<file path="config.mk">
export PLATFORM = sky130hd
export DESIGN_NAME = wb_arbiter2_flat
export DESIGN_NICKNAME = d
export VERILOG_FILES = /design/src/verilog/soc_pkg.sv /design/src/verilog/wb_if.sv /design/src/verilog/wb_arbiter2.sv /design/src/flat_wrapper.sv
export VERILOG_INCLUDE_DIRS = /design/src /design/src/verilog
export SDC_FILE = /design/constraint.sdc
export NUM_CORES = 1
export LEC_CHECK = 0
export BUFFER_PORTS_ARGS = -buffer_cell sky130_fd_sc_hd__buf_4
export CORE_AREA = 2 2 124 126
export CTS_BUF_LIST = sky130_fd_sc_hd__clkbuf_8
export CTS_CLUSTER_DIAMETER = 60
export DETAILED_ROUTE_END_ITERATION = 10
export DIE_AREA = 0 0 126 128
export PLACE_DENSITY = 0.41
export SYNTH_ARGS = -nofsm -noshare
export SYNTH_HDL_FRONTEND = slang
export SYNTH_SLANG_ARGS = --single-unit
export TNS_END_PERCENT = 5
</file>
<file path="constraint.sdc">
create_clock -name clk_i -period 1.4 [get_ports clk_i]
set_clock_uncertainty 0.1 [all_clocks]
set_input_delay 0.07 -clock clk_i [delete_from_list [all_inputs] [get_ports clk_i]]
set_output_delay 0.07 -clock clk_i [all_outputs]
set_load 0.03 [all_outputs]
</file>
<file path="src/verilog/soc_consts.svh">
//////////////////////////////
// SoC bus fabric constants
// Bus widths, memory map, GPIO count
//////////////////////////////
`ifndef SOC_CONSTS_SVH
`define SOC_CONSTS_SVH

// Bus widths
`define WB_ADDR_W 32
`define WB_DATA_W 32
`define WB_SEL_W  4

// Memory map
`define RAM_BASE  32'h0000_0000
`define RAM_SIZE  4096
`define GPIO_BASE 32'h1000_0000
`define GPIO_SIZE 16

// Aperture masks, derived from the sizes above
`define RAM_MASK  (32'hFFFF_FFFF << $clog2(`RAM_SIZE))
`define GPIO_MASK (32'hFFFF_FFFF << $clog2(`GPIO_SIZE))

// GPIO pins
`define NGPIO 8

`endif

</file>
<file path="src/verilog/soc_pkg.sv">
//////////////////////////////
// SoC bus types
// Word types, slave select, lane merge
//////////////////////////////
`include "soc_consts.svh"

package soc_pkg;

    typedef logic [`WB_ADDR_W-1:0] wb_addr_t;
    typedef logic [`WB_DATA_W-1:0] wb_data_t;
    typedef logic [`WB_SEL_W-1:0]  wb_sel_t;

    // Decoded target of a bus cycle
    typedef enum logic [1:0] {
        SEL_RAM  = 2'd0,
        SEL_GPIO = 2'd1,
        SEL_NONE = 2'd2
    } slave_sel_e;

    // Replace only the byte lanes enabled in sel
    function automatic wb_data_t apply_sel(wb_data_t old_w, wb_data_t new_w, wb_sel_t sel);
        wb_data_t res;
        res = old_w;
        for (int i = 0; i < `WB_SEL_W; i++) begin
            if (sel[i]) begin
                res[8*i +: 8] = new_w[8*i +: 8];
            end
        end
        return res;
    endfunction

endpackage

</file>
<file path="src/verilog/wb_if.sv">
//////////////////////////////
// Wishbone classic bus link
// One master to one slave
//////////////////////////////
`timescale 1ns/1ns

interface wb_if;
    import soc_pkg::*;

    wb_addr_t adr;
    wb_data_t dat_w;
    wb_data_t dat_r;
    logic     we;
    wb_sel_t  sel;
    logic     stb;
    logic     cyc;
    logic     ack;
    logic     err;

    // Request side
    modport master (
        output adr,
        output dat_w,
        output we,
        output sel,
        output stb,
        output cyc,
        input  dat_r,
        input  ack,
        input  err
    );

    // Response side
    modport slave (
        input  adr,
        input  dat_w,
        input  we,
        input  sel,
        input  stb,
        input  cyc,
        output dat_r,
        output ack,
        output err
    );

endinterface

</file>
<file path="src/verilog/wb_arbiter2.sv">
//////////////////////////////
// Two-master Wishbone arbiter
// Fixed priority, master 0 first
// Grant held while owner keeps cyc
//////////////////////////////
`timescale 1ns/1ns

module wb_arbiter2 (
    input  logic clk_i,
    input  logic arst_n_i,
    wb_if.slave  m0,
    wb_if.slave  m1,
    wb_if.master s
);

    logic gnt_valid_q;
    logic gnt_idx_q;
    logic gnt_idx;
    logic gnt_active;
    logic own_cyc;

    //////////////////////////////
    // Grant selection
    //////////////////////////////

    // Held grant wins, otherwise idle bus grants in the same cycle
    always_comb begin
        if (gnt_valid_q) begin
            gnt_idx    = gnt_idx_q;
            gnt_active = 1'b1;
        end else if (m0.cyc) begin
            gnt_idx    = 1'b0;
            gnt_active = 1'b1;
        end else begin
            gnt_idx    = 1'b1;
            gnt_active = m1.cyc;
        end
    end

    assign own_cyc = gnt_idx ? m1.cyc : m0.cyc;

    // Owner dropping cyc frees the bus on the next cycle
    always_ff @(posedge clk_i or negedge arst_n_i) begin
        if (!arst_n_i) begin
            gnt_valid_q <= 1'b0;
            gnt_idx_q   <= 1'b0;
        end else begin
            gnt_valid_q <= gnt_active && own_cyc;
            if (!gnt_valid_q) begin
                gnt_idx_q <= gnt_idx;
            end
        end
    end

    //////////////////////////////
    // Request and response steering
    //////////////////////////////
    assign s.adr   = gnt_idx ? m1.adr   : m0.adr;
    assign s.dat_w = gnt_idx ? m1.dat_w : m0.dat_w;
    assign s.we    = gnt_idx ? m1.we    : m0.we;
    assign s.sel   = gnt_idx ? m1.sel   : m0.sel;
    assign s.stb   = gnt_active && (gnt_idx ? m1.stb : m0.stb);
    assign s.cyc   = gnt_active && own_cyc;

    // Read data is only meaningful together with ack
    assign m0.dat_r = s.dat_r;
    assign m1.dat_r = s.dat_r;

    assign m0.ack = s.ack && gnt_active && !gnt_idx;
    assign m0.err = s.err && gnt_active && !gnt_idx;
    assign m1.ack = s.ack && gnt_active && gnt_idx;
    assign m1.err = s.err && gnt_active && gnt_idx;

    // Once a cycle is underway the owner keeps the bus
    a_grant_held: assert property (
        @(posedge clk_i) disable iff (!arst_n_i)
        (gnt_active && own_cyc) |=> (gnt_idx == $past(gnt_idx))
    ) else $error("arbiter grant moved during an active cycle");

endmodule

</file>
<file path="src/flat_wrapper.sv">
// flat-port wrapper written by rule: the top's interface ports become plain ports
module wb_arbiter2_flat 
  (clk_i, arst_n_i, m0_adr, m0_dat_w, m0_we, m0_sel, m0_stb, m0_cyc, m0_dat_r, m0_ack, m0_err, m1_adr, m1_dat_w, m1_we, m1_sel, m1_stb, m1_cyc, m1_dat_r, m1_ack, m1_err, s_adr, s_dat_w, s_we, s_sel, s_stb, s_cyc, s_dat_r, s_ack, s_err);
  wb_if m0_i ();
  wb_if m1_i ();
  wb_if s_i ();
  input  logic clk_i;
  input  logic arst_n_i;
  input wire logic [$bits(m0_i.adr)-1:0] m0_adr;
  input wire logic [$bits(m0_i.dat_w)-1:0] m0_dat_w;
  input wire logic [$bits(m0_i.we)-1:0] m0_we;
  input wire logic [$bits(m0_i.sel)-1:0] m0_sel;
  input wire logic [$bits(m0_i.stb)-1:0] m0_stb;
  input wire logic [$bits(m0_i.cyc)-1:0] m0_cyc;
  output wire logic [$bits(m0_i.dat_r)-1:0] m0_dat_r;
  output wire logic [$bits(m0_i.ack)-1:0] m0_ack;
  output wire logic [$bits(m0_i.err)-1:0] m0_err;
  input wire logic [$bits(m1_i.adr)-1:0] m1_adr;
  input wire logic [$bits(m1_i.dat_w)-1:0] m1_dat_w;
  input wire logic [$bits(m1_i.we)-1:0] m1_we;
  input wire logic [$bits(m1_i.sel)-1:0] m1_sel;
  input wire logic [$bits(m1_i.stb)-1:0] m1_stb;
  input wire logic [$bits(m1_i.cyc)-1:0] m1_cyc;
  output wire logic [$bits(m1_i.dat_r)-1:0] m1_dat_r;
  output wire logic [$bits(m1_i.ack)-1:0] m1_ack;
  output wire logic [$bits(m1_i.err)-1:0] m1_err;
  output wire logic [$bits(s_i.adr)-1:0] s_adr;
  output wire logic [$bits(s_i.dat_w)-1:0] s_dat_w;
  output wire logic [$bits(s_i.we)-1:0] s_we;
  output wire logic [$bits(s_i.sel)-1:0] s_sel;
  output wire logic [$bits(s_i.stb)-1:0] s_stb;
  output wire logic [$bits(s_i.cyc)-1:0] s_cyc;
  input wire logic [$bits(s_i.dat_r)-1:0] s_dat_r;
  input wire logic [$bits(s_i.ack)-1:0] s_ack;
  input wire logic [$bits(s_i.err)-1:0] s_err;
  assign m0_i.adr = m0_adr;
  assign m0_i.dat_w = m0_dat_w;
  assign m0_i.we = m0_we;
  assign m0_i.sel = m0_sel;
  assign m0_i.stb = m0_stb;
  assign m0_i.cyc = m0_cyc;
  assign m0_dat_r = m0_i.dat_r;
  assign m0_ack = m0_i.ack;
  assign m0_err = m0_i.err;
  assign m1_i.adr = m1_adr;
  assign m1_i.dat_w = m1_dat_w;
  assign m1_i.we = m1_we;
  assign m1_i.sel = m1_sel;
  assign m1_i.stb = m1_stb;
  assign m1_i.cyc = m1_cyc;
  assign m1_dat_r = m1_i.dat_r;
  assign m1_ack = m1_i.ack;
  assign m1_err = m1_i.err;
  assign s_adr = s_i.adr;
  assign s_dat_w = s_i.dat_w;
  assign s_we = s_i.we;
  assign s_sel = s_i.sel;
  assign s_stb = s_i.stb;
  assign s_cyc = s_i.cyc;
  assign s_i.dat_r = s_dat_r;
  assign s_i.ack = s_ack;
  assign s_i.err = s_err;
  wb_arbiter2 u_core (.clk_i(clk_i), .arst_n_i(arst_n_i), .m0(m0_i), .m1(m1_i), .s(s_i));
endmodule
</file>
==> results.toml <==
[timing]
period_needed_ns = 1.91
min_period_over_period_pct = 136
fin_setup_tns_ns = -34.36
slew_headroom_pct = 89.1
setup_viol = 73
hold_violations = 0
hold_slack_ns = 0.0400
fmax_ghz = 0.525
slew_viol_final = 0
timing.final.ws_setup_ns = -0.506
tightest_slew_ns = 0.159
rsz0062_at_grt = "true"

[pwr]
p_seq_share_pct = 2.2
pwr-share-comb_pct = 92.0
p_clk_share_pct = 5.8
leakage_nw = 1.98
power_switching_mw = 1.62
p_int_mw = 2.22
power_mw = 3.84
power_switching_share_pct = 42.2
vdd_drop_max_uv = 632
power_density_nw_per_um2 = 1020

[synthesis]
synth_cell_types = 15
ys_seq_area_share_pct = 3.24
synth.area.top_cells = "mux2_2 (42%), buf_4 (32%), mux2_4 (9.7%), buf_6 (5.1%), dfrtp_1 (3.2%)"
syn_inst = 159
yosys.area.top_type_share_pct = 42.3
yosys_register_bits = 2
yosysTopAreaCell = "mux2_2"
synth_area_um2 = 1540
postSynthAreaPerCell_um2 = 9.71
synth_nets = 337
synth_warnings = 0

[cells_and_area]
design_area_um2 = 3770
syn2layout_area_growth_pct = 144
diodes = 0
register_area_um2 = 50.0
layout.nets = 508
most-common-layout-cells = "buf_4 (150), buf_6 (73), mux2_4 (69), buf_16 (7), buf_12 (5)"
final_common_cell = "buf_4"
fillers = 1567
multi_input_area_um2 = 1160
drive_gt1_share_pct = 96.0

[cts]
cts_max_level = 1
clk_pin_slew_ns = 0.03
cts_tree = "yes"
numCtsBuffers = 3
ctsLongestPathBuffers = 2
clkLatencyLatePin_ns = 0.21
cts-root-buf = "clkbuf_8"
clock-sinks = 2

[worst_hold_path]
min_to = "m0_dat_r[16]"
hp-class = "input pin to output port"
worstHoldStart = "s_dat_r[16]"
hold_depth = 0

[placement]
io_buffers = 220
gp_congestion = 0.794
postPlaceCellArea_um2 = 3140

[routing]
via_count = 1730
avgRoutedWirePerCell_um = 14.7
drtIter0Drc = 21
totalWireLength_um = 7610
drc = 0
ant_nets = 0
vias_per_cell = 3.35
firstDrtPassIters = 4

[global_routing]
grt_pass1_wl_um = 10200
grt_pass1_vias = 1755
grt_start_max_net_pins = 11
grt-ovfl-total = 0
grt_usage_pct = 8.17
antenna_found_initial = 0

[floorplan]
core_um2 = 14900
die_y_um = 128
io_pins = 317
die_area_um2 = 16100
rows = 45
die_w_um = 126
start_util_pct = 10.4

[status]
violations = "negative setup slack"
status = "finished with violations"

[critical_path]
path_class = "flop to output port"
crit_family = "multiplexers"
timing.critical_path.mode_cell = "buf_12"
worst_path_max_delay_cell = "dfrtp_1"
ff2ff_setup_slack_ns = 0.08
regToRegStartpoint = "u_core.gnt_valid_q$_DFF_PN0_"
worstPathArrival_ns = 1.74
r2r-end = "u_core.gnt_idx_q$_DFFE_PN0N_"
crit_chain = "mux2i_4 > buf_12 > buf_8 > buf_12 > mux2_4 > buf_6"
cp.required_ns = 1.23
reg2regPathDepth = 5
worstPathBufferInverterCount = 4
cp-start-kind = "flop"
cpPeakStageDelay_ns = 0.39
cp_max_fo = 8
cp-end-kind = "output port"

[job]
drv_cap = 0
## power by group through the flow
| stage | clock network [mW] | registers, mW | logic [mW] |
|---|---|---|---|
| finish | 0.224 | 0.0833 | 3.53 |
| floorplan | 0 | 0.0828 | 2.15 |
| global placement | 0 | 0.0825 | 2.74 |
| global route | 0.232 | 0.0854 | 3.67 |
| detailed placement | 0 | 0.0834 | 2.75 |
| CTS | 0.233 | 0.0843 | 3.56 |
## kinds of logic (layout without fill, tap and decap cells)
family	after synthesis	count (layout)	share of synthesized area (%)
buf+inv	74	243	37.2
mux	72	72	55.5
simple gates	7	7	2.43
compound gates	4	4	1.62
flops	2	2	3.24
## through the flow
step           setup slack (ns)  instances  utilization [%]
2_1_floorplan            -0.174        159                -
4_1_cts                  -0.526        516             25.3
3_5_place_dp             -0.340        500             21.1
5_1_grt                  -0.562        516             25.4
3_3_place_gp             -0.336        500             21.1
6_report                 -0.506        516             25.4
## cell usage after synthesis (all sizes together)
library cell and number:
a21oi 2, a22oi 2, and2 2, buf 72, dfrtp 2, inv 2
mux2 69, mux2i 3, nand3 1, nor2 2, nor2b 2
## state kept, by name (all words and copies together), names as in the netlist
signal	flops
u_core.gnt_valid_q	1
u_core.gnt_idx_q	1
## how the worst max path moves through the flow
stage	cells after the start	slack, ns	end	from
floorplan	4	-0.17	s_adr[0]	u_core.gnt_valid_q$_DFF_PN0_
global placement	4	-0.34	s_dat_w[24]	u_core.gnt_valid_q$_DFF_PN0_
detailed placement	4	-0.34	s_dat_w[24]	u_core.gnt_valid_q$_DFF_PN0_
CTS	6	-0.53	s_dat_w[9]	u_core.gnt_valid_q$_DFF_PN0_
global route	6	-0.56	s_dat_w[31]	u_core.gnt_valid_q$_DFF_PN0_
finish	6	-0.51	s_dat_w[31]	u_core.gnt_valid_q$_DFF_PN0_
## routing by layer
| metal | wire length, um | vias to the layer above | track usage [%] |
|---|---|---|---|
| met2 | 3820 | 116 | 14.6 |
| met4 | 32 | 0 | 1.68 |
| met5 | 0 | - | 0 |
| met1 | 3060 | 780 | 10.2 |
| li1 | - | 825 | - |
| met3 | 697 | 9 | 1.67 |
## repair_timing
action | CTS | global route
pin swaps | 3 | 1
resized for setup | 91 | 3
endpoints found under the hold margin | 2 | 0
buffers inserted | 5 | 0
setup endpoints to repair | 75 | 75
hold buffers | 1 | 0
cloned | 7 | 0
## final cells by class
class | instances | area share [%]
clock buffers | 3 | 1.09
multi-input cells | 83 | 30.7
repair buffers | 238 | 60.5
inverters | 2 | 0.199
flip-flops and latches | 2 | 1.33
well taps | 188 | 6.24
Note: power is estimated with default switching activity, not from simulation.
