[src/verilog/soc_consts.svh]
//////////////////////////////
// SoC bus fabric constants
// Bus widths, memory map, GPIO count
//////////////////////////////
`ifndef SOC_CONSTS_SVH
`define SOC_CONSTS_SVH

// Bus widths
`define WB_ADDR_W 32
`define WB_DATA_W 32
`define WB_SEL_W  4

// Memory map
`define RAM_BASE  32'h0000_0000
`define RAM_SIZE  4096
`define GPIO_BASE 32'h1000_0000
`define GPIO_SIZE 16

// Aperture masks, derived from the sizes above
`define RAM_MASK  (32'hFFFF_FFFF << $clog2(`RAM_SIZE))
`define GPIO_MASK (32'hFFFF_FFFF << $clog2(`GPIO_SIZE))

// GPIO pins
`define NGPIO 8

`endif

[src/verilog/soc_pkg.sv]
//////////////////////////////
// SoC bus types
// Word types, slave select, lane merge
//////////////////////////////
`include "soc_consts.svh"

package soc_pkg;

    typedef logic [`WB_ADDR_W-1:0] wb_addr_t;
    typedef logic [`WB_DATA_W-1:0] wb_data_t;
    typedef logic [`WB_SEL_W-1:0]  wb_sel_t;

    // Decoded target of a bus cycle
    typedef enum logic [1:0] {
        SEL_RAM  = 2'd0,
        SEL_GPIO = 2'd1,
        SEL_NONE = 2'd2
    } slave_sel_e;

    // Replace only the byte lanes enabled in sel
    function automatic wb_data_t apply_sel(wb_data_t old_w, wb_data_t new_w, wb_sel_t sel);
        wb_data_t res;
        res = old_w;
        for (int i = 0; i < `WB_SEL_W; i++) begin
            if (sel[i]) begin
                res[8*i +: 8] = new_w[8*i +: 8];
            end
        end
        return res;
    endfunction

endpackage

[src/verilog/wb_if.sv]
//////////////////////////////
// Wishbone classic bus link
// One master to one slave
//////////////////////////////
`timescale 1ns/1ns

interface wb_if;
    import soc_pkg::*;

    wb_addr_t adr;
    wb_data_t dat_w;
    wb_data_t dat_r;
    logic     we;
    wb_sel_t  sel;
    logic     stb;
    logic     cyc;
    logic     ack;
    logic     err;

    // Request side
    modport master (
        output adr,
        output dat_w,
        output we,
        output sel,
        output stb,
        output cyc,
        input  dat_r,
        input  ack,
        input  err
    );

    // Response side
    modport slave (
        input  adr,
        input  dat_w,
        input  we,
        input  sel,
        input  stb,
        input  cyc,
        output dat_r,
        output ack,
        output err
    );

endinterface

[src/verilog/wb_crossbar.sv]
//////////////////////////////
// Wishbone address decoder
// One master to RAM and GPIO
// Unmapped addresses get err
//////////////////////////////
`timescale 1ns/1ns
`include "soc_consts.svh"

module wb_crossbar (
    input  logic clk_i,
    input  logic arst_n_i,
    wb_if.slave  m,
    wb_if.master ram,
    wb_if.master gpio
);
    import soc_pkg::*;

    slave_sel_e target;
    logic       req;

    //////////////////////////////
    // Address decode
    //////////////////////////////
    always_comb begin
        if ((m.adr & `RAM_MASK) == `RAM_BASE) begin
            target = SEL_RAM;
        end else if ((m.adr & `GPIO_MASK) == `GPIO_BASE) begin
            target = SEL_GPIO;
        end else begin
            target = SEL_NONE;
        end
    end

    assign req = m.cyc && m.stb;

    //////////////////////////////
    // Request fan-out
    //////////////////////////////
    assign ram.adr   = m.adr;
    assign ram.dat_w = m.dat_w;
    assign ram.we    = m.we;
    assign ram.sel   = m.sel;
    assign ram.cyc   = m.cyc && (target == SEL_RAM);
    assign ram.stb   = req && (target == SEL_RAM);

    assign gpio.adr   = m.adr;
    assign gpio.dat_w = m.dat_w;
    assign gpio.we    = m.we;
    assign gpio.sel   = m.sel;
    assign gpio.cyc   = m.cyc && (target == SEL_GPIO);
    assign gpio.stb   = req && (target == SEL_GPIO);

    //////////////////////////////
    // Response mux
    //////////////////////////////
    always_comb begin
        case (target)
            SEL_RAM: begin
                m.dat_r = ram.dat_r;
                m.ack   = ram.ack;
                m.err   = ram.err;
            end
            SEL_GPIO: begin
                m.dat_r = gpio.dat_r;
                m.ack   = gpio.ack;
                m.err   = gpio.err;
            end
            default: begin
                // No slave here, answer at once
                m.dat_r = '0;
                m.ack   = 1'b0;
                m.err   = req;
            end
        endcase
    end

    a_ack_err_excl: assert property (
        @(posedge clk_i) disable iff (!arst_n_i)
        !(m.ack && m.err)
    ) else $error("ack and err high together");

    // A strobed slave never overlaps an answer still coming from the other
    a_one_slave: assert property (
        @(posedge clk_i) disable iff (!arst_n_i)
        $onehot0({ram.stb || ram.ack, gpio.stb || gpio.ack})
    ) else $error("more than one slave active");

endmodule

[src/flat_wrapper.sv]
// flat-port wrapper written by rule: the top's interface ports become plain ports
module wb_crossbar_flat import soc_pkg::*;
  (clk_i, arst_n_i, m_adr, m_dat_w, m_we, m_sel, m_stb, m_cyc, m_dat_r, m_ack, m_err, ram_adr, ram_dat_w, ram_we, ram_sel, ram_stb, ram_cyc, ram_dat_r, ram_ack, ram_err, gpio_adr, gpio_dat_w, gpio_we, gpio_sel, gpio_stb, gpio_cyc, gpio_dat_r, gpio_ack, gpio_err);
  wb_if m_i ();
  wb_if ram_i ();
  wb_if gpio_i ();
  input  logic clk_i;
  input  logic arst_n_i;
  input wire logic [$bits(m_i.adr)-1:0] m_adr;
  input wire logic [$bits(m_i.dat_w)-1:0] m_dat_w;
  input wire logic [$bits(m_i.we)-1:0] m_we;
  input wire logic [$bits(m_i.sel)-1:0] m_sel;
  input wire logic [$bits(m_i.stb)-1:0] m_stb;
  input wire logic [$bits(m_i.cyc)-1:0] m_cyc;
  output wire logic [$bits(m_i.dat_r)-1:0] m_dat_r;
  output wire logic [$bits(m_i.ack)-1:0] m_ack;
  output wire logic [$bits(m_i.err)-1:0] m_err;
  output wire logic [$bits(ram_i.adr)-1:0] ram_adr;
  output wire logic [$bits(ram_i.dat_w)-1:0] ram_dat_w;
  output wire logic [$bits(ram_i.we)-1:0] ram_we;
  output wire logic [$bits(ram_i.sel)-1:0] ram_sel;
  output wire logic [$bits(ram_i.stb)-1:0] ram_stb;
  output wire logic [$bits(ram_i.cyc)-1:0] ram_cyc;
  input wire logic [$bits(ram_i.dat_r)-1:0] ram_dat_r;
  input wire logic [$bits(ram_i.ack)-1:0] ram_ack;
  input wire logic [$bits(ram_i.err)-1:0] ram_err;
  output wire logic [$bits(gpio_i.adr)-1:0] gpio_adr;
  output wire logic [$bits(gpio_i.dat_w)-1:0] gpio_dat_w;
  output wire logic [$bits(gpio_i.we)-1:0] gpio_we;
  output wire logic [$bits(gpio_i.sel)-1:0] gpio_sel;
  output wire logic [$bits(gpio_i.stb)-1:0] gpio_stb;
  output wire logic [$bits(gpio_i.cyc)-1:0] gpio_cyc;
  input wire logic [$bits(gpio_i.dat_r)-1:0] gpio_dat_r;
  input wire logic [$bits(gpio_i.ack)-1:0] gpio_ack;
  input wire logic [$bits(gpio_i.err)-1:0] gpio_err;
  assign m_i.adr = m_adr;
  assign m_i.dat_w = m_dat_w;
  assign m_i.we = m_we;
  assign m_i.sel = m_sel;
  assign m_i.stb = m_stb;
  assign m_i.cyc = m_cyc;
  assign m_dat_r = m_i.dat_r;
  assign m_ack = m_i.ack;
  assign m_err = m_i.err;
  assign ram_adr = ram_i.adr;
  assign ram_dat_w = ram_i.dat_w;
  assign ram_we = ram_i.we;
  assign ram_sel = ram_i.sel;
  assign ram_stb = ram_i.stb;
  assign ram_cyc = ram_i.cyc;
  assign ram_i.dat_r = ram_dat_r;
  assign ram_i.ack = ram_ack;
  assign ram_i.err = ram_err;
  assign gpio_adr = gpio_i.adr;
  assign gpio_dat_w = gpio_i.dat_w;
  assign gpio_we = gpio_i.we;
  assign gpio_sel = gpio_i.sel;
  assign gpio_stb = gpio_i.stb;
  assign gpio_cyc = gpio_i.cyc;
  assign gpio_i.dat_r = gpio_dat_r;
  assign gpio_i.ack = gpio_ack;
  assign gpio_i.err = gpio_err;
  wb_crossbar u_core (.clk_i(clk_i), .arst_n_i(arst_n_i), .m(m_i), .ram(ram_i), .gpio(gpio_i));
endmodule
[config.mk]
export PLATFORM = sky130hd
export DESIGN_NAME = wb_crossbar_flat
export DESIGN_NICKNAME = d
export VERILOG_FILES = /design/src/verilog/soc_pkg.sv /design/src/verilog/wb_if.sv /design/src/verilog/wb_crossbar.sv /design/src/flat_wrapper.sv
export VERILOG_INCLUDE_DIRS = /design/src /design/src/verilog
export SDC_FILE = /design/constraint.sdc
export NUM_CORES = 1
export LEC_CHECK = 0
export BUFFER_PORTS_ARGS = -buffer_cell sky130_fd_sc_hd__buf_2
export CAP_MARGIN = 20
export CORE_AREA = 5 5 119 121
export DETAILED_ROUTE_END_ITERATION = 12
export DIE_AREA = 0 0 124 126
export PLACE_DENSITY_LB_ADDON = 0.08
export REMOVE_ABC_BUFFERS = 1
export SKIP_LAST_GASP = 1
export SLEW_MARGIN = 5
export SYNTH_ARGS = -nofsm -noshare
export SYNTH_HDL_FRONTEND = slang
export SYNTH_SLANG_ARGS = --single-unit
export TNS_END_PERCENT = 100
[constraint.sdc]
create_clock -name vclk -period 3.7
set_input_delay 0.74 -clock vclk [all_inputs]
set_output_delay 0.74 -clock vclk [all_outputs]
set_load 0.03 [all_outputs]
==> results.txt, run 1 <==
The tools report the post-cts resize count as 0. Timing analysis after detailed placement gives a worst setup slack of 482 ps. The hold violation total from the final report is 0. The logs give 0 for the number of post-CTS setup repair buffers and 0.196 mW for the total design power. In this run the vertical extent of the chip is 126 um. Setup violations remaining at the end of the flow were counted as 0. The type of destination of the critical path is an output port.

The number of hold buffers added after CTS was 0. The first routing iteration left 50 violations. The number of antenna violations at the first check in global routing is 2.

In the routed design, unresolved DRC markers number 0. Final-layout setup total negative slack: 0 ps. The area taken by multi-input logic gates came out at 631 um2.

Leading cell type in the layout, fill and taps excluded: buf_2. Die area: 15,600 um2. By area the synthesized netlist is led by buf_4, nor2b_1, a21oi_1.

At the end of the flow, the number of nets in the layout was 460. The clock buffers instantiated in the layout total 0. Fraction of the yosys area taken by sequential cells: 0%. The run gives 272 as the number of standard cells after synthesis. The slowest stage of the critical path belongs to the cell or3_4.

The post-place instance area came out at 1840 um2. Cells with a size suffix above 1 make up 61.8% of the layout. Walking the worst path, the cells encountered are buf_2 > nor4_1 > nand2_1 > or3_4 > nor3_1 > buf_2. Buffers placed on the I/O ports in this run total 192. Max capacitance violation total: 0.

Along the worst path, the maximum fanout reaches 38. The worst pin sits at a relative slew slack of 69.6%. The wire length of the first global-routing pass came out at 14,300 um.

The number of detailed-route iterations in the first pass was 4; the final critical-path share of the clock period was 85.7%. The data required time at the worst endpoint was 2960 ps; the row count was 42. The area added between synthesis and finish came out at 5.59%. In this run the cell area of the synthesized design comes to 1750 um2. The power density normalized to cell area came out at 106 nW/um2. The run finished with clean final reports. Based on the critical path, the design can be clocked at up to 315 MHz. The via count is 1,832, and the die width is 124 um.

The buffering stage count on the worst path with inverters included was 2; the half-perimeter wire length of the detailed placement result was 10,200 um. The worst hold path belongs to the class primary input to output port. Dividing the detail-routed via count by the number of cells gives 3.71.

Once layout is complete, the utilization of the core stands at 14.2%. After detailed routing, the average wire length per cell comes to 23.0 um. The final global-route overflow total is 0, and the sequential cell count of the final layout is 0. The number of global-route vias before repair was 1,871; the final critical-path required period was 3170 ps. The critical path in this run is classified as primary input to output port. In the layout the commonest cells are buf_2, nor2b_1, a21oi_1. The worst setup path is launched from a primary input. After filler insertion, the fill cell instance count of the layout stands at 1,565. For this run, the total global-route usage over all layers was measured as 12.9%. The average instance in the mapped netlist occupies 6.42 um2. In this run the static leakage power is 1.01 nW. The largest vdd supply drop is 0.0000570 V, and the share of Yosys cell area claimed by the top area cell type is 59.7%. The I/O pin total is 317, and the worst-margin pin slew is 456 ps.

The library cell occupying the most area in the post-synthesis netlist was buf_4. Setup repair after global routing left no endpoint under its margin. The kind of cell with the highest combined delay along the critical path is simple AND/OR/NAND/NOR gates. The routed wire length is 11,300 um.

The logs give 0 um2 for the area occupied by registers and 39 for the pin count of the biggest net entering global routing. The post-synthesis cell type count was 17. The delay of the slowest critical-path stage was 600 ps; the number of pins with negative max-slew slack in the final report was 0. The detail route stage leaves a number of antenna-violating nets equal to 0.

The total area inside the core boundary comes to 13,000 um2. For the worst path setup slack after routing, the log shows 530 ps. The arrival time reported for the critical path endpoint came out at 2430 ps. The area of all placed cells without fillers was 1840 um2.

The most repeated library cell on the critical path is buf_2. For this run, the number of Yosys warnings is 0. At the end of routability-driven placement, the weighted congestion stood at 0.766. The initial utilization of the core area, before any placement, comes to 13.5%.
-- cells by family after synthesis --
logic type,after synthesis,share of synthesized area (%)
AO/OA/AOI/OAI,36,10.9
buffers and inverters,152,63.9
AND/OR/NAND/NOR,84,25.2
-- layout make-up --
| class | count | share of cell area [%] |
|---|---|---|
| timing repair buffer | 195 | 53.3 |
| multi-input combinational | 120 | 34.2 |
| tap | 176 | 11.9 |
| inverter | 2 | 0.407 |
| antenna | 1 | 0.136 |
-- power breakdown --
group | internal (mW) | leakage, nW | switching [mW]
combinational | 0.0749 | 1.01 | 0.121
clock | 0.0000000361 | 0.00000634 | 0
sequential | 0 | 0 | 0
-- synth_stat cells (all sizes together) --
cell,number
buf,143
a21oi,34
nor2b,34
nor2,33
clkbuf,7
nor3,5
nor4,5
nand2,3
inv,2
or3,2
a2111o,1
and4b,1
nand4b,1
o2bb2ai,1
-- routing by layer --
| metal | part of all wire [%] | global-route usage, % | up-vias |
|---|---|---|---|
| met4 | 0.035 | 0 | 6 |
| li1 | - | - | 816 |
| met2 | 42 | 19.8 | 229 |
| met5 | 0.98 | 4.93 | - |
| met1 | 32 | 12.9 | 775 |
| met3 | 25 | 13.1 | 6 |
-- worst paths after layout --
| kind | endpoint | depth (start not counted) | slack, ps | start |
|---|---|---|---|---|
| worst max-delay path | gpio_stb | 6 | 530 | m_adr[13] |
| worst min-delay path | gpio_we | 0 | 1480 | m_we |
-- per-stage QoR --
step | hold WS, ps | instances
3_3_place_gp | 1480 | 493
4_1_cts | 1480 | 493
2_1_floorplan | 1480 | 122
3_5_place_dp | 1480 | 493
6_report | 1480 | 494
5_1_grt | 1480 | 494
(Power assumes the default switching activity.)
==> run 2, diff against run 1 <==
--- a/config.mk
+++ b/config.mk
@@ -6,12 +6,12 @@
 export SDC_FILE = /design/constraint.sdc
 export NUM_CORES = 1
 export LEC_CHECK = 0
+export ABC_CLOCK_PERIOD_IN_PS = 3700
 export BUFFER_PORTS_ARGS = -buffer_cell sky130_fd_sc_hd__buf_2
 export CAP_MARGIN = 20
 export CORE_AREA = 5 5 119 121
 export DETAILED_ROUTE_END_ITERATION = 12
 export DIE_AREA = 0 0 124 126
-export PLACE_DENSITY_LB_ADDON = 0.08
 export REMOVE_ABC_BUFFERS = 1
 export SKIP_LAST_GASP = 1
 export SLEW_MARGIN = 5
==> results.txt, run 2 (synthesis gave the netlist of run 1 again) <==
The run finished with clean final reports. The path type of the worst min-delay path was primary input to output port. The met2 routing resource usage after global routing was 18.3% (-1.4 points). The top cell types in the final layout, fill and taps aside, are buf_2, nor2b_1, a21oi_1. Pin count of the biggest net entering global routing: 39 (unchanged). The hold violation total from the final report is 0 (unchanged), and the die width is 124 um (unchanged). The post-place instance area was 1840 um2 (unchanged); the number of post-CTS setup repair buffers was 0 (unchanged). The run gives 1,778 (-5.0%) as the number of global-route vias before repair. The leading cell type in the layout, fill and taps excluded is buf_2. The tools report the starting density of the core as 13.5% (unchanged).

The type of destination of the critical path was an output port. The run gives 1,550 (-0.96%) as the filler cell count. Setup repair after global routing left no endpoint under its margin.

The number of pins with negative max-slew slack in the final report was 0 (unchanged); the final weighted congestion in routability-driven placement was 0.850 (+11%). Global-route track usage on met3: 14.2% (+1.1 points). The arrival time reported for the critical path endpoint came out at 2450 ps (+20 ps). The hold path depth came out at 0 (unchanged).

Routed wire length: 10,800 um (-4.8%). Number of vias per cell: 3.64 (-1.9%). The half-perimeter wire length of the detailed placement result is 9860 um (-3.6%), and the area of all placed cells without fillers is 1840 um2 (-0.14%).

The area inside the core boundary is 13,000 um2 (unchanged), and the worst-margin pin slew is 440 ps (-15.8 ps). The count of final setup violators is 0 (unchanged), and the number of antenna violations at the first check in global routing is 3 (+1). The total design power was 0.195 mW (-0.48%); the data required time at the worst endpoint was 2960 ps (about the same). The number of nets with antenna violations after routing was 0 (unchanged); the via count was 1,794 (-2.1%). The fraction of the core area covered by cells at the end of the flow came out at 14.2% (-0.019 points).

The total global-route track usage is 12.4% (-0.51 points). The count of input and output buffers was 192 (unchanged); the worst path setup slack after routing was 507 ps (-22.6 ps). The post-cts resize count was 0 (unchanged). The residual DRC count was 0 (unchanged). The sequential cell count of the final layout was 0 (unchanged).

The startpoint identified for the worst hold timing path is m_sel[1]. The logs give 493 (unchanged) for the number of instances in the placed design and 0 (unchanged) for the final global-route overflow total. The met1 usage is 12.0% (-0.92 points). Compared with the post-synthesis result, the final layout area differs by 5.44%. The top achievable clock speed is 313 MHz (-0.71%), and the number of inserted diodes is 0 (-1). The power density normalized to cell area was 106 nW/um2 (-0.34%).

The clock tree buffer count of the final layout came out at 0 (unchanged). Area occupied by registers: 0 um2 (unchanged). The total leakage power was 1.01 nW (unchanged). The number of buffers inserted for hold repair after clock tree synthesis is 0 (unchanged). The worst setup path is launched from a primary input.

The final-layout setup total negative slack was 0 ps (unchanged). The logs give 1480 ps (+0.120 ps) for the minimum hold slack and 42 (unchanged) for the row count. The number of detailed-route iterations in the first pass is 4 (unchanged). The maximum fanout count along the critical path works out to 38 (unchanged). The y dimension of the die was 126 um (unchanged). The tools report the worst slew margin relative to its limit as 70.7% (+1.1 points). The final critical-path share of the clock period was 86.3% (+0.61 points); the max capacitance violation total was 0 (unchanged). In this run the most used layer during global routing was met2.

The worst setup timing slack at the placement stage came out at 429 ps (-53.0 ps). The wire length of the first global-routing pass is 13,500 um (-5.6%), and the final net count is 460 (unchanged). The post-detailed-route wirelength per cell is 21.9 um (-4.6%).

The initial DRC count came out at 37 (-26%). The worst hold path terminates at ram_sel[1]. Final critical-path required period: 3190 ps (+22.6 ps). For the die area, the log shows 15,600 um2 (unchanged). The fraction of layout cells with a size suffix above 1 is 61.8% (unchanged).

The run gives 0.0000519 V (-9.0%) as the largest vdd supply drop. The post-route non-filler standard cell count was 493 (-0.20%). The setup path with the least slack is of type primary input to output port.

I/O pin total: 317 (unchanged).
run 2: cell types whose count changed in the layout (fill, tap and decap cells not counted), sizes merged:
cell   previous run  this run
diode             1         0
run 2: worst max-delay path, stage by stage:
cell and delay (ps):
buf_2 110, nor4_1 310, nand2_1 160, or3_4 590, nor3_1 280, buf_2 260
run 2: worst max path at each step:
stage                    from      end  depth (start not counted)
detailed placement  m_adr[12]  ram_cyc                          6
CTS                 m_adr[12]  ram_cyc                          6
floorplan            m_adr[7]    m_err                          4
global route        m_adr[13]  ram_cyc                          6
finish              m_adr[13]  ram_cyc                          6
global placement    m_adr[12]  ram_cyc                          6
run 2: cell type report:
class | count | area, um2 | share of cell area, %
multi-input cells | 120 | 631 | 34.2
inverters | 2 | 7.51 | 0.408
well taps | 176 | 220 | 12.0
repair buffers | 195 | 983 | 53.4
run 2: per-layer routing:
metal,wire [um],vias to the layer above
li1,-,815
met1,3320,749
met2,4370,216
met3,2980,8
met4,20,6
met5,114,-
run 2: power by group:
group | internal (mW) | switching (mW)
clock | 0 | 0
combinational | 0.0749 | 0.120
sequential | 0 | 0
