### src/verilog/soc_consts.svh
//////////////////////////////
// SoC bus fabric constants
// Bus widths, memory map, GPIO count
//////////////////////////////
`ifndef SOC_CONSTS_SVH
`define SOC_CONSTS_SVH

// Bus widths
`define WB_ADDR_W 32
`define WB_DATA_W 32
`define WB_SEL_W  4

// Memory map
`define RAM_BASE  32'h0000_0000
`define RAM_SIZE  4096
`define GPIO_BASE 32'h1000_0000
`define GPIO_SIZE 16

// Aperture masks, derived from the sizes above
`define RAM_MASK  (32'hFFFF_FFFF << $clog2(`RAM_SIZE))
`define GPIO_MASK (32'hFFFF_FFFF << $clog2(`GPIO_SIZE))

// GPIO pins
`define NGPIO 8

`endif

### src/verilog/soc_pkg.sv
//////////////////////////////
// SoC bus types
// Word types, slave select, lane merge
//////////////////////////////
`include "soc_consts.svh"

package soc_pkg;

    typedef logic [`WB_ADDR_W-1:0] wb_addr_t;
    typedef logic [`WB_DATA_W-1:0] wb_data_t;
    typedef logic [`WB_SEL_W-1:0]  wb_sel_t;

    // Decoded target of a bus cycle
    typedef enum logic [1:0] {
        SEL_RAM  = 2'd0,
        SEL_GPIO = 2'd1,
        SEL_NONE = 2'd2
    } slave_sel_e;

    // Replace only the byte lanes enabled in sel
    function automatic wb_data_t apply_sel(wb_data_t old_w, wb_data_t new_w, wb_sel_t sel);
        wb_data_t res;
        res = old_w;
        for (int i = 0; i < `WB_SEL_W; i++) begin
            if (sel[i]) begin
                res[8*i +: 8] = new_w[8*i +: 8];
            end
        end
        return res;
    endfunction

endpackage

### src/verilog/wb_if.sv
//////////////////////////////
// Wishbone classic bus link
// One master to one slave
//////////////////////////////
`timescale 1ns/1ns

interface wb_if;
    import soc_pkg::*;

    wb_addr_t adr;
    wb_data_t dat_w;
    wb_data_t dat_r;
    logic     we;
    wb_sel_t  sel;
    logic     stb;
    logic     cyc;
    logic     ack;
    logic     err;

    // Request side
    modport master (
        output adr,
        output dat_w,
        output we,
        output sel,
        output stb,
        output cyc,
        input  dat_r,
        input  ack,
        input  err
    );

    // Response side
    modport slave (
        input  adr,
        input  dat_w,
        input  we,
        input  sel,
        input  stb,
        input  cyc,
        output dat_r,
        output ack,
        output err
    );

endinterface

### src/verilog/wb_gpio.sv
//////////////////////////////
// Wishbone GPIO block
// Output, direction, synced input
//////////////////////////////
`timescale 1ns/1ns
`include "soc_consts.svh"

module wb_gpio (
    input  logic              clk_i,
    input  logic              arst_n_i,
    wb_if.slave               bus,
    input  logic [`NGPIO-1:0] gpio_i,
    output logic [`NGPIO-1:0] gpio_o,
    output logic [`NGPIO-1:0] gpio_oe_o
);
    import soc_pkg::*;

    logic [`NGPIO-1:0] out_q;
    logic [`NGPIO-1:0] dir_q;
    logic [`NGPIO-1:0] sync1_q;
    logic [`NGPIO-1:0] sync2_q;
    logic              ack_q;
    logic              access;
    wb_data_t          out_merged;
    wb_data_t          dir_merged;
    wb_data_t          rd_mux;
    wb_data_t          rd_data_q;

    assign access = bus.stb && !ack_q;

    // Current register values with the write lanes applied
    assign out_merged = apply_sel(wb_data_t'(out_q), bus.dat_w, bus.sel);
    assign dir_merged = apply_sel(wb_data_t'(dir_q), bus.dat_w, bus.sel);

    //////////////////////////////
    // Registers
    //////////////////////////////
    always_ff @(posedge clk_i or negedge arst_n_i) begin
        if (!arst_n_i) begin
            out_q   <= '0;
            dir_q   <= '0;
            sync1_q <= '0;
            sync2_q <= '0;
            ack_q   <= 1'b0;
        end else begin
            sync1_q <= gpio_i;
            sync2_q <= sync1_q;
            ack_q   <= access;
            // Offsets 0x8 and 0xC swallow writes
            if (access && bus.we) begin
                if (bus.adr[3:2] == 2'd0) begin
                    out_q <= out_merged[`NGPIO-1:0];
                end
                if (bus.adr[3:2] == 2'd1) begin
                    dir_q <= dir_merged[`NGPIO-1:0];
                end
            end
        end
    end

    // Read mux, upper bits zero
    always_comb begin
        rd_mux = '0;
        case (bus.adr[3:2])
            2'd0:    rd_mux[`NGPIO-1:0] = out_q;
            2'd1:    rd_mux[`NGPIO-1:0] = dir_q;
            2'd2:    rd_mux[`NGPIO-1:0] = sync2_q;
            default: rd_mux = '0;
        endcase
    end

    always_ff @(posedge clk_i) begin
        if (access) begin
            rd_data_q <= rd_mux;
        end
    end

    assign bus.dat_r = rd_data_q;
    assign bus.ack   = ack_q;
    assign bus.err   = 1'b0;
    assign gpio_o    = out_q;
    assign gpio_oe_o = dir_q;

endmodule

### src/flat_wrapper.sv
// flat-port wrapper written by rule: the top's interface ports become plain ports
module wb_gpio_flat import soc_pkg::*;
  (clk_i, arst_n_i, gpio_i, gpio_o, gpio_oe_o, bus_adr, bus_dat_w, bus_we, bus_sel, bus_stb, bus_cyc, bus_dat_r, bus_ack, bus_err);
  wb_if bus_i ();
  input  logic clk_i;
  input  logic arst_n_i;
  input  logic [`NGPIO-1:0] gpio_i;
  output logic [`NGPIO-1:0] gpio_o;
  output logic [`NGPIO-1:0] gpio_oe_o;
  input wire logic [$bits(bus_i.adr)-1:0] bus_adr;
  input wire logic [$bits(bus_i.dat_w)-1:0] bus_dat_w;
  input wire logic [$bits(bus_i.we)-1:0] bus_we;
  input wire logic [$bits(bus_i.sel)-1:0] bus_sel;
  input wire logic [$bits(bus_i.stb)-1:0] bus_stb;
  input wire logic [$bits(bus_i.cyc)-1:0] bus_cyc;
  output wire logic [$bits(bus_i.dat_r)-1:0] bus_dat_r;
  output wire logic [$bits(bus_i.ack)-1:0] bus_ack;
  output wire logic [$bits(bus_i.err)-1:0] bus_err;
  assign bus_i.adr = bus_adr;
  assign bus_i.dat_w = bus_dat_w;
  assign bus_i.we = bus_we;
  assign bus_i.sel = bus_sel;
  assign bus_i.stb = bus_stb;
  assign bus_i.cyc = bus_cyc;
  assign bus_dat_r = bus_i.dat_r;
  assign bus_ack = bus_i.ack;
  assign bus_err = bus_i.err;
  wb_gpio u_core (.clk_i(clk_i), .arst_n_i(arst_n_i), .bus(bus_i), .gpio_i(gpio_i), .gpio_o(gpio_o), .gpio_oe_o(gpio_oe_o));
endmodule
### config.mk
export PLATFORM = sky130hd
export DESIGN_NAME = wb_gpio_flat
export DESIGN_NICKNAME = d
export VERILOG_FILES = /design/src/verilog/soc_pkg.sv /design/src/verilog/wb_if.sv /design/src/verilog/wb_gpio.sv /design/src/flat_wrapper.sv
export VERILOG_INCLUDE_DIRS = /design/src /design/src/verilog
export SDC_FILE = /design/constraint.sdc
export NUM_CORES = 1
export LEC_CHECK = 0
export BUFFER_PORTS_ARGS = -buffer_cell sky130_fd_sc_hd__buf_2
export CORE_MARGIN = 2
export CORE_UTILIZATION = 34
export CTS_BUF_LIST = sky130_fd_sc_hd__clkbuf_8 sky130_fd_sc_hd__clkbuf_16
export DETAILED_ROUTE_END_ITERATION = 8
export PLACE_DENSITY_LB_ADDON = 0.15
export SYNTH_ARGS = -nofsm -noshare
export SYNTH_HDL_FRONTEND = slang
export SYNTH_SLANG_ARGS = --single-unit
### constraint.sdc
create_clock -name clk_i -period 2.2 [get_ports clk_i]
set_clock_uncertainty 0.1 [all_clocks]
set_input_delay 0 -clock clk_i [delete_from_list [all_inputs] [get_ports clk_i]]
set_output_delay 0 -clock clk_i [all_outputs]
set_load 0.01 [all_outputs]
==> impl_metrics.yaml, run 1 <==
synthesis:
  yosys-top-cells-count: "33 x dfrtp_1, 26 x buf_4"
  yosys-top-cells-area: "dfrtp_1 48%, edfxtp_1 14%, buf_4 11%, mux2_4 7.0%, mux2_2 5.3%"
  synth-edff-count: 8
  synth_area_mm2: 0.00171
  syn_area_per_cell_um2: 14.7
  netlist.area_leader.share: 0.484
  ys.flop_type: "dfrtp_1"
  ys_ff_latch: 41
  yosys_warnings: 0
  synth_cells: 116
  synthArstFlopShare: 0.805
  yosysMostFrequentCell: "dfrtp_1"
  yosysTopAreaCell: "dfrtp_1"
  ys_types: 15
  seq_area_frac_synth: 0.625
timing:
  finalSetupViolCount: 0
  fin_crit_sh: 0.801
  fin_tns_setup_ns: 0
  final_max_slew_viol_count: 0
  slew_headroom: 0.503
  fmax_mhz: 567
  hold_viol: 0
  rsz0062_at_grt: "no"
  post-route-min-period_ns: 1.76
  tightest_slew_ns: 0.745
place:
  numPortBuffers: 47
  dp_hpwl_um: 2230
  gp_congestion: 0.791
  dp_cells: 226
clocking:
  ctsResizeCount: 0
  holdBufCountCts: 17
  clk_latency_ns: 0.29
  post-cts-setup-buffer-count: 0
  htreeDepth: 2
  clk_path_buf_depth: 2
  tritoncts: "built"
  root_buffer: "clkbuf_8"
  clk_pin_slew_ns: 0.08
  cts.sinks: 41
  cts_inserted_buffers: 5
detailed_routing:
  drc: 0
  first_pass_iters: 4
  vias: 1010
  routedWlPerCell_um: 12.5
  ant_nets: 0
  viasPerCell: 4.02
  totalWireLength_um: 3140
  drt_iter0_markers: 26
power:
  p_total_mw: 1.73
  p_per_area_mw_per_mm2: 802
  peakVddDrop_uv: 437
  leakage_nw: 1.09
global_routing:
  grt.total_usage: 0.119
  grt_pass1_vias: 954
  grt_max_degree: 34
  grt-ovfl-total: 0
  grt_antenna_before_repair: 0
  grt_pass1_wl_um: 4740
layout:
  antennaDiodeCount: 0
  fin_cells: 251
  nets: 264
  drive_gt1_frac: 0.386
  n_fill_cell: 466
  syn_to_final_growth_pct: 26.6
floorplan:
  dieArea_mm2: 0.00560
  io_pins: 131
  initial_utilization: 0.356
  die_h_um: 74.8
  core.rowCount: 25
  die_w_um: 74.8
  core_area_mm2: 0.00479
hold_path:
  hold_class: "primary input to register"
critical_path:
  crit_type: "register to register"
  cp-end-kind: "register"
  path_max_fanout: 8
  arrival_ns: 1.83
  critPathRequiredTime_ns: 2.27
  startpoint_type: "register"
job:
  maxCapViolCount: 0
run_status:
  outcome: "finished clean"
==> kinds of logic (layout without fill, tap and decap cells) <==
kind of cell    after synthesis  count (layout)  share of synthesized area
mux                          24              24                      0.170
simple gates                 13              13                     0.0536
compound gates                8               8                     0.0235
buf+inv                      29              73                      0.125
flops                        41              41                      0.625
other cells                   1              25                    0.00220
==> metal layers <==
layer,routed length (µm),vias up,share of wire,GRT usage
li1,-,475,-,-
met1,1460,477,0.46,0.162
met2,1380,54,0.44,0.172
met3,286,4,0.091,0.0549
met4,19,0,0.0060,0.0357
met5,0,-,0,0
==> cell usage in the layout, fill, tap and decap left out <==
cell type,synthesis,layout
or3_1,1,1
nor3b_4,1,1
clkbuf_8,0,5
edfxtp_1,8,8
buf_2,0,47
nor2b_1,2,2
nand4b_4,1,1
buf_4,26,1
mux2i_1,8,8
inv_1,0,3
dfrtp_1,33,33
o21ai_0,8,8
dlygate4sd3_1,0,17
mux2_2,8,8
conb_1,1,25
mux2_4,8,8
nand2_1,8,8
==> where the power goes <==
group	switching, mW	internal (mW)
logic	0.164	0.183
registers	0.0611	0.880
clock network	0.233	0.211
total	0.458	1.27
==> flip-flops by register name (all words and copies together), names as in the netlist <==
register and flops:
u_core.bus.ack 1, u_core.gpio_o 8, u_core.sync2_q 8, u_core.bus.dat_r 8, u_core.gpio_oe_o 8, u_core.sync1_q 8
==> through the flow <==
step                      setup WS, ns  utilization  area [µm²]  hold slack, ns
after floorplan                  0.617            -        1800          -0.396
after global placement           0.459        0.399        1910        -0.00705
after detailed placement         0.438        0.399        1910         0.00932
after CTS                        0.416        0.451        2160          0.0452
after global routing             0.389        0.451        2160          0.0559
final                            0.438        0.451        2160          0.0555
==> layout make-up <==
class,instances,area [µm²],share of cell area
multi-input cells,70,515,0.239
repair buffers,65,413,0.191
clock buffers,5,68.8,0.0319
clock inverters,3,11.3,0.00522
flip-flops and latches,41,1070,0.494
well taps,67,83.8,0.0388
==> worst max-delay path, stage by stage (launching register included) <==
cell,delay [ns]
dfrtp_1,0.40
nand4b_4,0.20
or3_1,0.57
mux2_4,0.38
==> path summary, 6_finish.rpt <==
kind	depth (start not counted)	slack (ns)	start	to
worst max-delay path	3	0.44	u_core.bus.ack	u_core.gpio_o[6]
worst min-delay path	2	0.06	bus_adr[3]	u_core.bus.dat_r[7]
worst max register to register	3	0.44	u_core.bus.ack	u_core.gpio_o[6]
worst min register to register	0	0.25	u_core.sync1_q[1]	u_core.sync2_q[1]
max in group asynchronous	2	1.31	arst_n_i	u_core.sync1_q[1]
min in group asynchronous	2	0.22	arst_n_i	u_core.sync1_q[4]
Power figures use the tool's default switching activity.
==> run 2: changes to the inputs <==
--- a/config.mk
+++ b/config.mk
@@ -6,6 +6,7 @@
 export SDC_FILE = /design/constraint.sdc
 export NUM_CORES = 1
 export LEC_CHECK = 0
+export ABC_AREA = 1
 export BUFFER_PORTS_ARGS = -buffer_cell sky130_fd_sc_hd__buf_2
 export CORE_MARGIN = 2
 export CORE_UTILIZATION = 34
==> constraint.sdc (replaced) <==
create_clock -name clk_i -period 1.7 [get_ports clk_i]
set_clock_uncertainty 0.1 [all_clocks]
set_input_delay 0 -clock clk_i [delete_from_list [all_inputs] [get_ports clk_i]]
set_output_delay 0 -clock clk_i [all_outputs]
set_load 0.01 [all_outputs]
==> run 2 against run 1 <==
Count of clock-buffer cells in the layout up 1. Synthesized cell count rose by 46%. Non-clock buffer count is 1 lower. Via count is 21% higher. Core utilization grew 0.86 points. Critical endpoint is now u_core.bus.dat_r[4].
==> impl_metrics.yaml, run 2 <==
detailed_routing:
  drt_iter0_markers: 36
  ant_nets: 0
  vias: 1220
  viasPerCell: 3.97
  totalWireLength_um: 3470
  routedWlPerCell_um: 11.3
  drc: 0
  first_pass_iters: 4
power:
  peakVddDrop_uv: 682
  power.internal_mw: 1.61
  p_sw_frac: 0.282
  power.share.sequential: 0.538
  p_clk_frac: 0.288
  p_per_area_mw_per_mm2: 1020
  p_comb_frac: 0.174
  switchingPower_mw: 0.632
  leakage_nw: 1.18
clocking:
  clk_latency_ns: 0.28
  htreeDepth: 2
  ctsResizeCount: 0
  clk_pin_slew_ns: 0.08
  clk_path_buf_depth: 2
  tritoncts: "built"
  root_buffer: "clkbuf_8"
  cts_inserted_buffers: 5
  cts.sinks: 41
floorplan:
  core.rowCount: 25
  core_area_mm2: 0.00479
  dieArea_mm2: 0.00563
  die_h_um: 75.0
  initial_utilization: 0.358
  io_pins: 131
  die_w_um: 75.0
global_routing:
  grt_max_degree: 34
  grt_antenna_before_repair: 0
  grt.total_usage: 0.134
  grt_pass1_vias: 1104
  grt_pass1_wl_um: 5330
  grt-ovfl-total: 0
synthesis:
  yosys_warnings: 0
  synth-xor-area-share: 0
  syn_area_per_cell_um2: 10.1
  netlist.area_leader.share: 0.482
  ys_ff_latch: 41
  yosys-top-cells-area: "dfrtp_1 48%, nand2_1 16%, edfxtp_1 14%, buf_4 11%, nand3_1 2.3%"
  synthSimpleGateAreaFrac: 0.251
  synth_area_mm2: 0.00171
  synthArstFlopShare: 0.805
  synthAdderAreaFrac: 0
  synth-edff-count: 8
  seq_area_frac_synth: 0.622
  synthMuxAreaShare: 0
  synth_top_family_by_area: "simple AND/OR/NAND/NOR gates"
  synth_cells: 169
  synth_compound_area_frac: 0
  yosysTopAreaCell: "dfrtp_1"
  yosys-top-cells-count: "74 x nand2_1, 33 x dfrtp_1, 25 x buf_4"
  yosysMostFrequentCell: "nand2_1"
  ys_types: 15
  ys.flop_type: "dfrtp_1"
hold_path:
  min_path_cells: 5
  min_from: "bus_sel[0]"
  hold_class: "primary input to register"
critical_path:
  path_max_fanout: 9
  arrival_ns: 1.11
  setup.worst_path.start: "u_core.bus.ack"
  r2r_setup_slack_ns: 0.43
  cp-end-kind: "register"
  rr_worst_depth: 3
  critPathRequiredTime_ns: 1.54
  rr_startpoint: "u_core.bus.ack"
  crit_type: "register to register"
  startpoint_type: "register"
layout:
  antennaDiodeCount: 0
  final_core_util: 0.460
  syn_to_final_growth_pct: 28.3
  layout_commonest_cell: "nand2_1"
  n_fill_cell: 456
  layout_common_cells: "74 x nand2_1, 47 x buf_2, 33 x dfrtp_1, 25 x conb_1, 17 x dlygate4sd3_1"
  drive_gt1_frac: 0.279
  nets: 320
place:
  gp_congestion: 0.696
  dp_hpwl_um: 2390
  numPortBuffers: 47
timing:
  post-route-min-period_ns: 1.27
  fin_crit_sh: 0.745
  finalSetupViolCount: 0
  tightest_slew_ns: 0.731
  fmax_mhz: 789
  fin_tns_setup_ns: 0
  rsz0062_at_grt: "no"
  final_max_slew_viol_count: 0
  slew_headroom: 0.513
  hold_viol: 0
run_status:
  outcome: "finished clean"
job:
  maxCapViolCount: 0
## run 2: power groups by stage
| stage | Combinational (mW) | Sequential, mW | Clock (mW) |
|---|---|---|---|
| floorplan | 0.182 | 1.26 | 0 |
| global placement | 0.355 | 1.23 | 0 |
| detailed placement | 0.364 | 1.23 | 0 |
| CTS | 0.394 | 1.21 | 0.665 |
| global route | 0.441 | 1.23 | 0.706 |
| finish | 0.390 | 1.21 | 0.647 |
## run 2: final cells by class
cell class | count | area [µm²] | share of cell area
clock inverter | 2 | 11.3 | 0.00512
timing repair buffer | 64 | 405 | 0.184
tap | 67 | 83.8 | 0.0381
clock buffer | 6 | 82.6 | 0.0375
inverter | 7 | 26.3 | 0.0119
sequential | 41 | 1070 | 0.485
multi-input combinational | 120 | 524 | 0.238
## run 2: kinds of logic (layout without fill, tap and decap cells)
group	Yosys count	after routing
simple gates	95	95
flops	41	41
buf+inv	32	79
other cells	1	25
## run 2: through the flow
| stage | hold slack (ns) | cell area, µm² | total power, mW | std cells | setup WS [ns] |
|---|---|---|---|---|---|
| final | 0.0101 | 2200 | 2.25 | 307 | 0.433 |
| after global routing | 0.0105 | 2200 | 2.37 | 307 | 0.295 |
| after CTS | 0.00578 | 2200 | 2.27 | 307 | 0.402 |
| after detailed placement | 0.00605 | 1940 | 1.59 | 282 | 0.411 |
| after global placement | 0.00537 | 1940 | 1.59 | 282 | 0.427 |
| after floorplan | -0.396 | 1800 | 1.45 | 193 | 0.542 |
## run 2: per-layer routing
| layer | vias to the layer above | global-route usage | share of wire |
|---|---|---|---|
| li1 | 608 | - | - |
| met1 | 555 | 0.163 | 0.45 |
| met4 | 0 | 0.0476 | 0.012 |
| met2 | 52 | 0.222 | 0.47 |
| met5 | - | 0 | 0 |
| met3 | 5 | 0.0442 | 0.070 |
## run 2: worst max-delay path, cell delays in order, from the launching register on
cell     delay (ns)
dfrtp_1        0.38
inv_1          0.08
nand2_1        0.06
inv_1          0.31
## run 2: what timing repair did
action,4_1_cts,5_1_grt
endpoints found under the hold margin,57,0
hold buffers,17,0
setup buffers,0,0
## run 2: path summary, 6_finish.rpt
| path | endpoint |
|---|---|
| max | u_core.bus.dat_r[4] |
| min | u_core.gpio_o[6] |
| max reg2reg | u_core.bus.dat_r[4] |
| min reg2reg | u_core.sync2_q[2] |
| max in group asynchronous | u_core.gpio_o[4] |
| min in group asynchronous | u_core.sync1_q[7] |
==> run 3: changes to the inputs <==
==> constraint.sdc (replaced) <==
create_clock -name clk_i -period 1.2 [get_ports clk_i]
set_clock_uncertainty 0.1 [all_clocks]
set_input_delay 0 -clock clk_i [delete_from_list [all_inputs] [get_ports clk_i]]
set_output_delay 0 -clock clk_i [all_outputs]
set_load 0.01 [all_outputs]
==> run 3 against run 2 <==
Hold slack improved by 0.0023 ns. Clock power rose by 64%. Maximum frequency is 9.5% higher. Global-route usage is 1.0 points higher. Critical path type unchanged. Largest power group unchanged. Highest routed layer unchanged.
==> impl_metrics.yaml, run 3 (synthesized netlist as in run 2, its figures left out) <==
run_status:
  outcome: "finished clean"
global_routing:
  grt_antenna_before_repair: 0
  grt_max_degree: 18
  grt_pass1_vias: 1267
  grt-ovfl-total: 0
  grt_pass1_wl_um: 5790
  grt.total_usage: 0.144
critical_path:
  arrival_ns: 1.24
  critPathRequiredTime_ns: 1.28
  crit_type: "register to register"
  startpoint_type: "register"
  critical-path-max-stage-delay_ns: 0.39
  cp-end-kind: "register"
  path_max_fanout: 8
  slowest_stage: "dfrtp_1"
  worstPathCellList: "inv_2, nand2_4, nor2_4, nand2_4, nand2_1, nand2_1"
detailed_routing:
  drt_iter0_markers: 67
  totalWireLength_um: 3630
  routedWlPerCell_um: 11.7
  viasPerCell: 4.16
  ant_nets: 0
  vias: 1285
  top_layer_used: "met4"
  first_pass_iters: 4
  drt-met1-wl_um: 1570
  drc: 0
  wl_met2_um: 1750
  met3_length_um: 264
clocking:
  root_buffer: "clkbuf_8"
  post-cts-setup-buffer-count: 0
  tritoncts: "built"
  htreeDepth: 2
  clk_pin_slew_ns: 0.08
  cts_inserted_buffers: 5
  clk_path_buf_depth: 2
  cts.sinks: 41
  clk_latency_ns: 0.29
timing:
  hold_slack_ns: 0.0124
  fmax_mhz: 864
  fin_crit_sh: 0.964
  hold_viol: 0
  post-route-min-period_ns: 1.16
  fin_ws_ns: 0.0428
  fin_tns_setup_ns: 0
  final_max_slew_viol_count: 0
  finalSetupViolCount: 0
  rsz0062_at_grt: "yes"
layout:
  final_area_mm2: 0.00230
  layout_commonest_cell: "nand2_1"
  layout_common_cells: "68 x nand2_1, 47 x buf_2, 33 x dfrtp_1, 25 x conb_1, 17 x dlygate4sd3_1"
  fin_cells: 309
  drive_gt1_frac: 0.318
  final_core_util: 0.480
  syn_to_final_growth_pct: 34.0
  antennaDiodeCount: 0
  nets: 322
power:
  p_per_area_mw_per_mm2: 1470
  peakVddDrop_uv: 869
  leakage_nw: 1.23
  switchingPower_mw: 0.915
  p_comb_frac: 0.177
  power.internal_mw: 2.46
  p_total_mw: 3.38
  power.share.sequential: 0.510
  p_clk_frac: 0.313
  p_sw_frac: 0.271
place:
  gp_congestion: 0.761
  place_ws_ns: -0.0145
  dp_cells: 284
  numPortBuffers: 47
  dp_hpwl_um: 2550
  placed_cell_area_mm2: 0.00198
floorplan:
  die_h_um: 75.0
  initial_utilization: 0.358
  core.rowCount: 25
  io_pins: 131
  core_area_mm2: 0.00479
  dieArea_mm2: 0.00563
  die_w_um: 75.0
hold_path:
  hold_class: "primary input to register"
job:
  maxCapViolCount: 0
## run 3: power groups by stage
stage               registers (mW)  clock network [mW]  logic, mW
floorplan                     1.79                   0      0.258
global placement              1.75                   0      0.524
detailed placement            1.74                   0      0.538
CTS                           1.72                1.08      0.580
global route                  1.75                1.15      0.671
finish                        1.72                1.06      0.597
## run 3: layout make-up
| class | instances | area, µm² |
|---|---|---|
| Clock buffer | 5 | 68.8 |
| Fill cell | 466 | 2490 |
| Timing Repair Buffer | 66 | 445 |
| Sequential cell | 41 | 1070 |
| Tap cell | 67 | 83.8 |
| Clock inverter | 3 | 37.5 |
| Inverter | 7 | 26.3 |
| Multi-Input combinational cell | 120 | 569 |
## run 3: critical path: cells and delay by family, from the launching register on
kind | cells | cell delay, ns
and+or+nand+nor | 5 | 0.46
buffers and inverters | 1 | 0.10
DFF | 1 | 0.39
## run 3: timing repair
item	CTS	global route
resized for setup	1	13
setup endpoints to repair	16	16
pin swaps	1	11
endpoints found under the hold margin	57	0
hold buffers	17	0
## run 3: final timing paths
path	startpoint	to	slack [ns]	cells past startpoint
hold / removal	bus_sel[0]	u_core.gpio_o[1]	0.01	5
max in group asynchronous	arst_n_i	u_core.gpio_oe_o[3]	0.48	3
setup / recovery	u_core.bus.ack	u_core.gpio_o[5]	0.04	6
min in group asynchronous	arst_n_i	u_core.sync1_q[0]	0.10	2
setup reg to reg	u_core.bus.ack	u_core.gpio_o[5]	0.04	6
hold reg to reg	u_core.sync1_q[3]	u_core.sync2_q[3]	0.25	0
## run 3: metal layers
metal	vias to the layer above	GRT usage
met5	-	0
met1	607	0.180
met3	6	0.0348
li1	614	-
met2	58	0.238
met4	0	0.0635
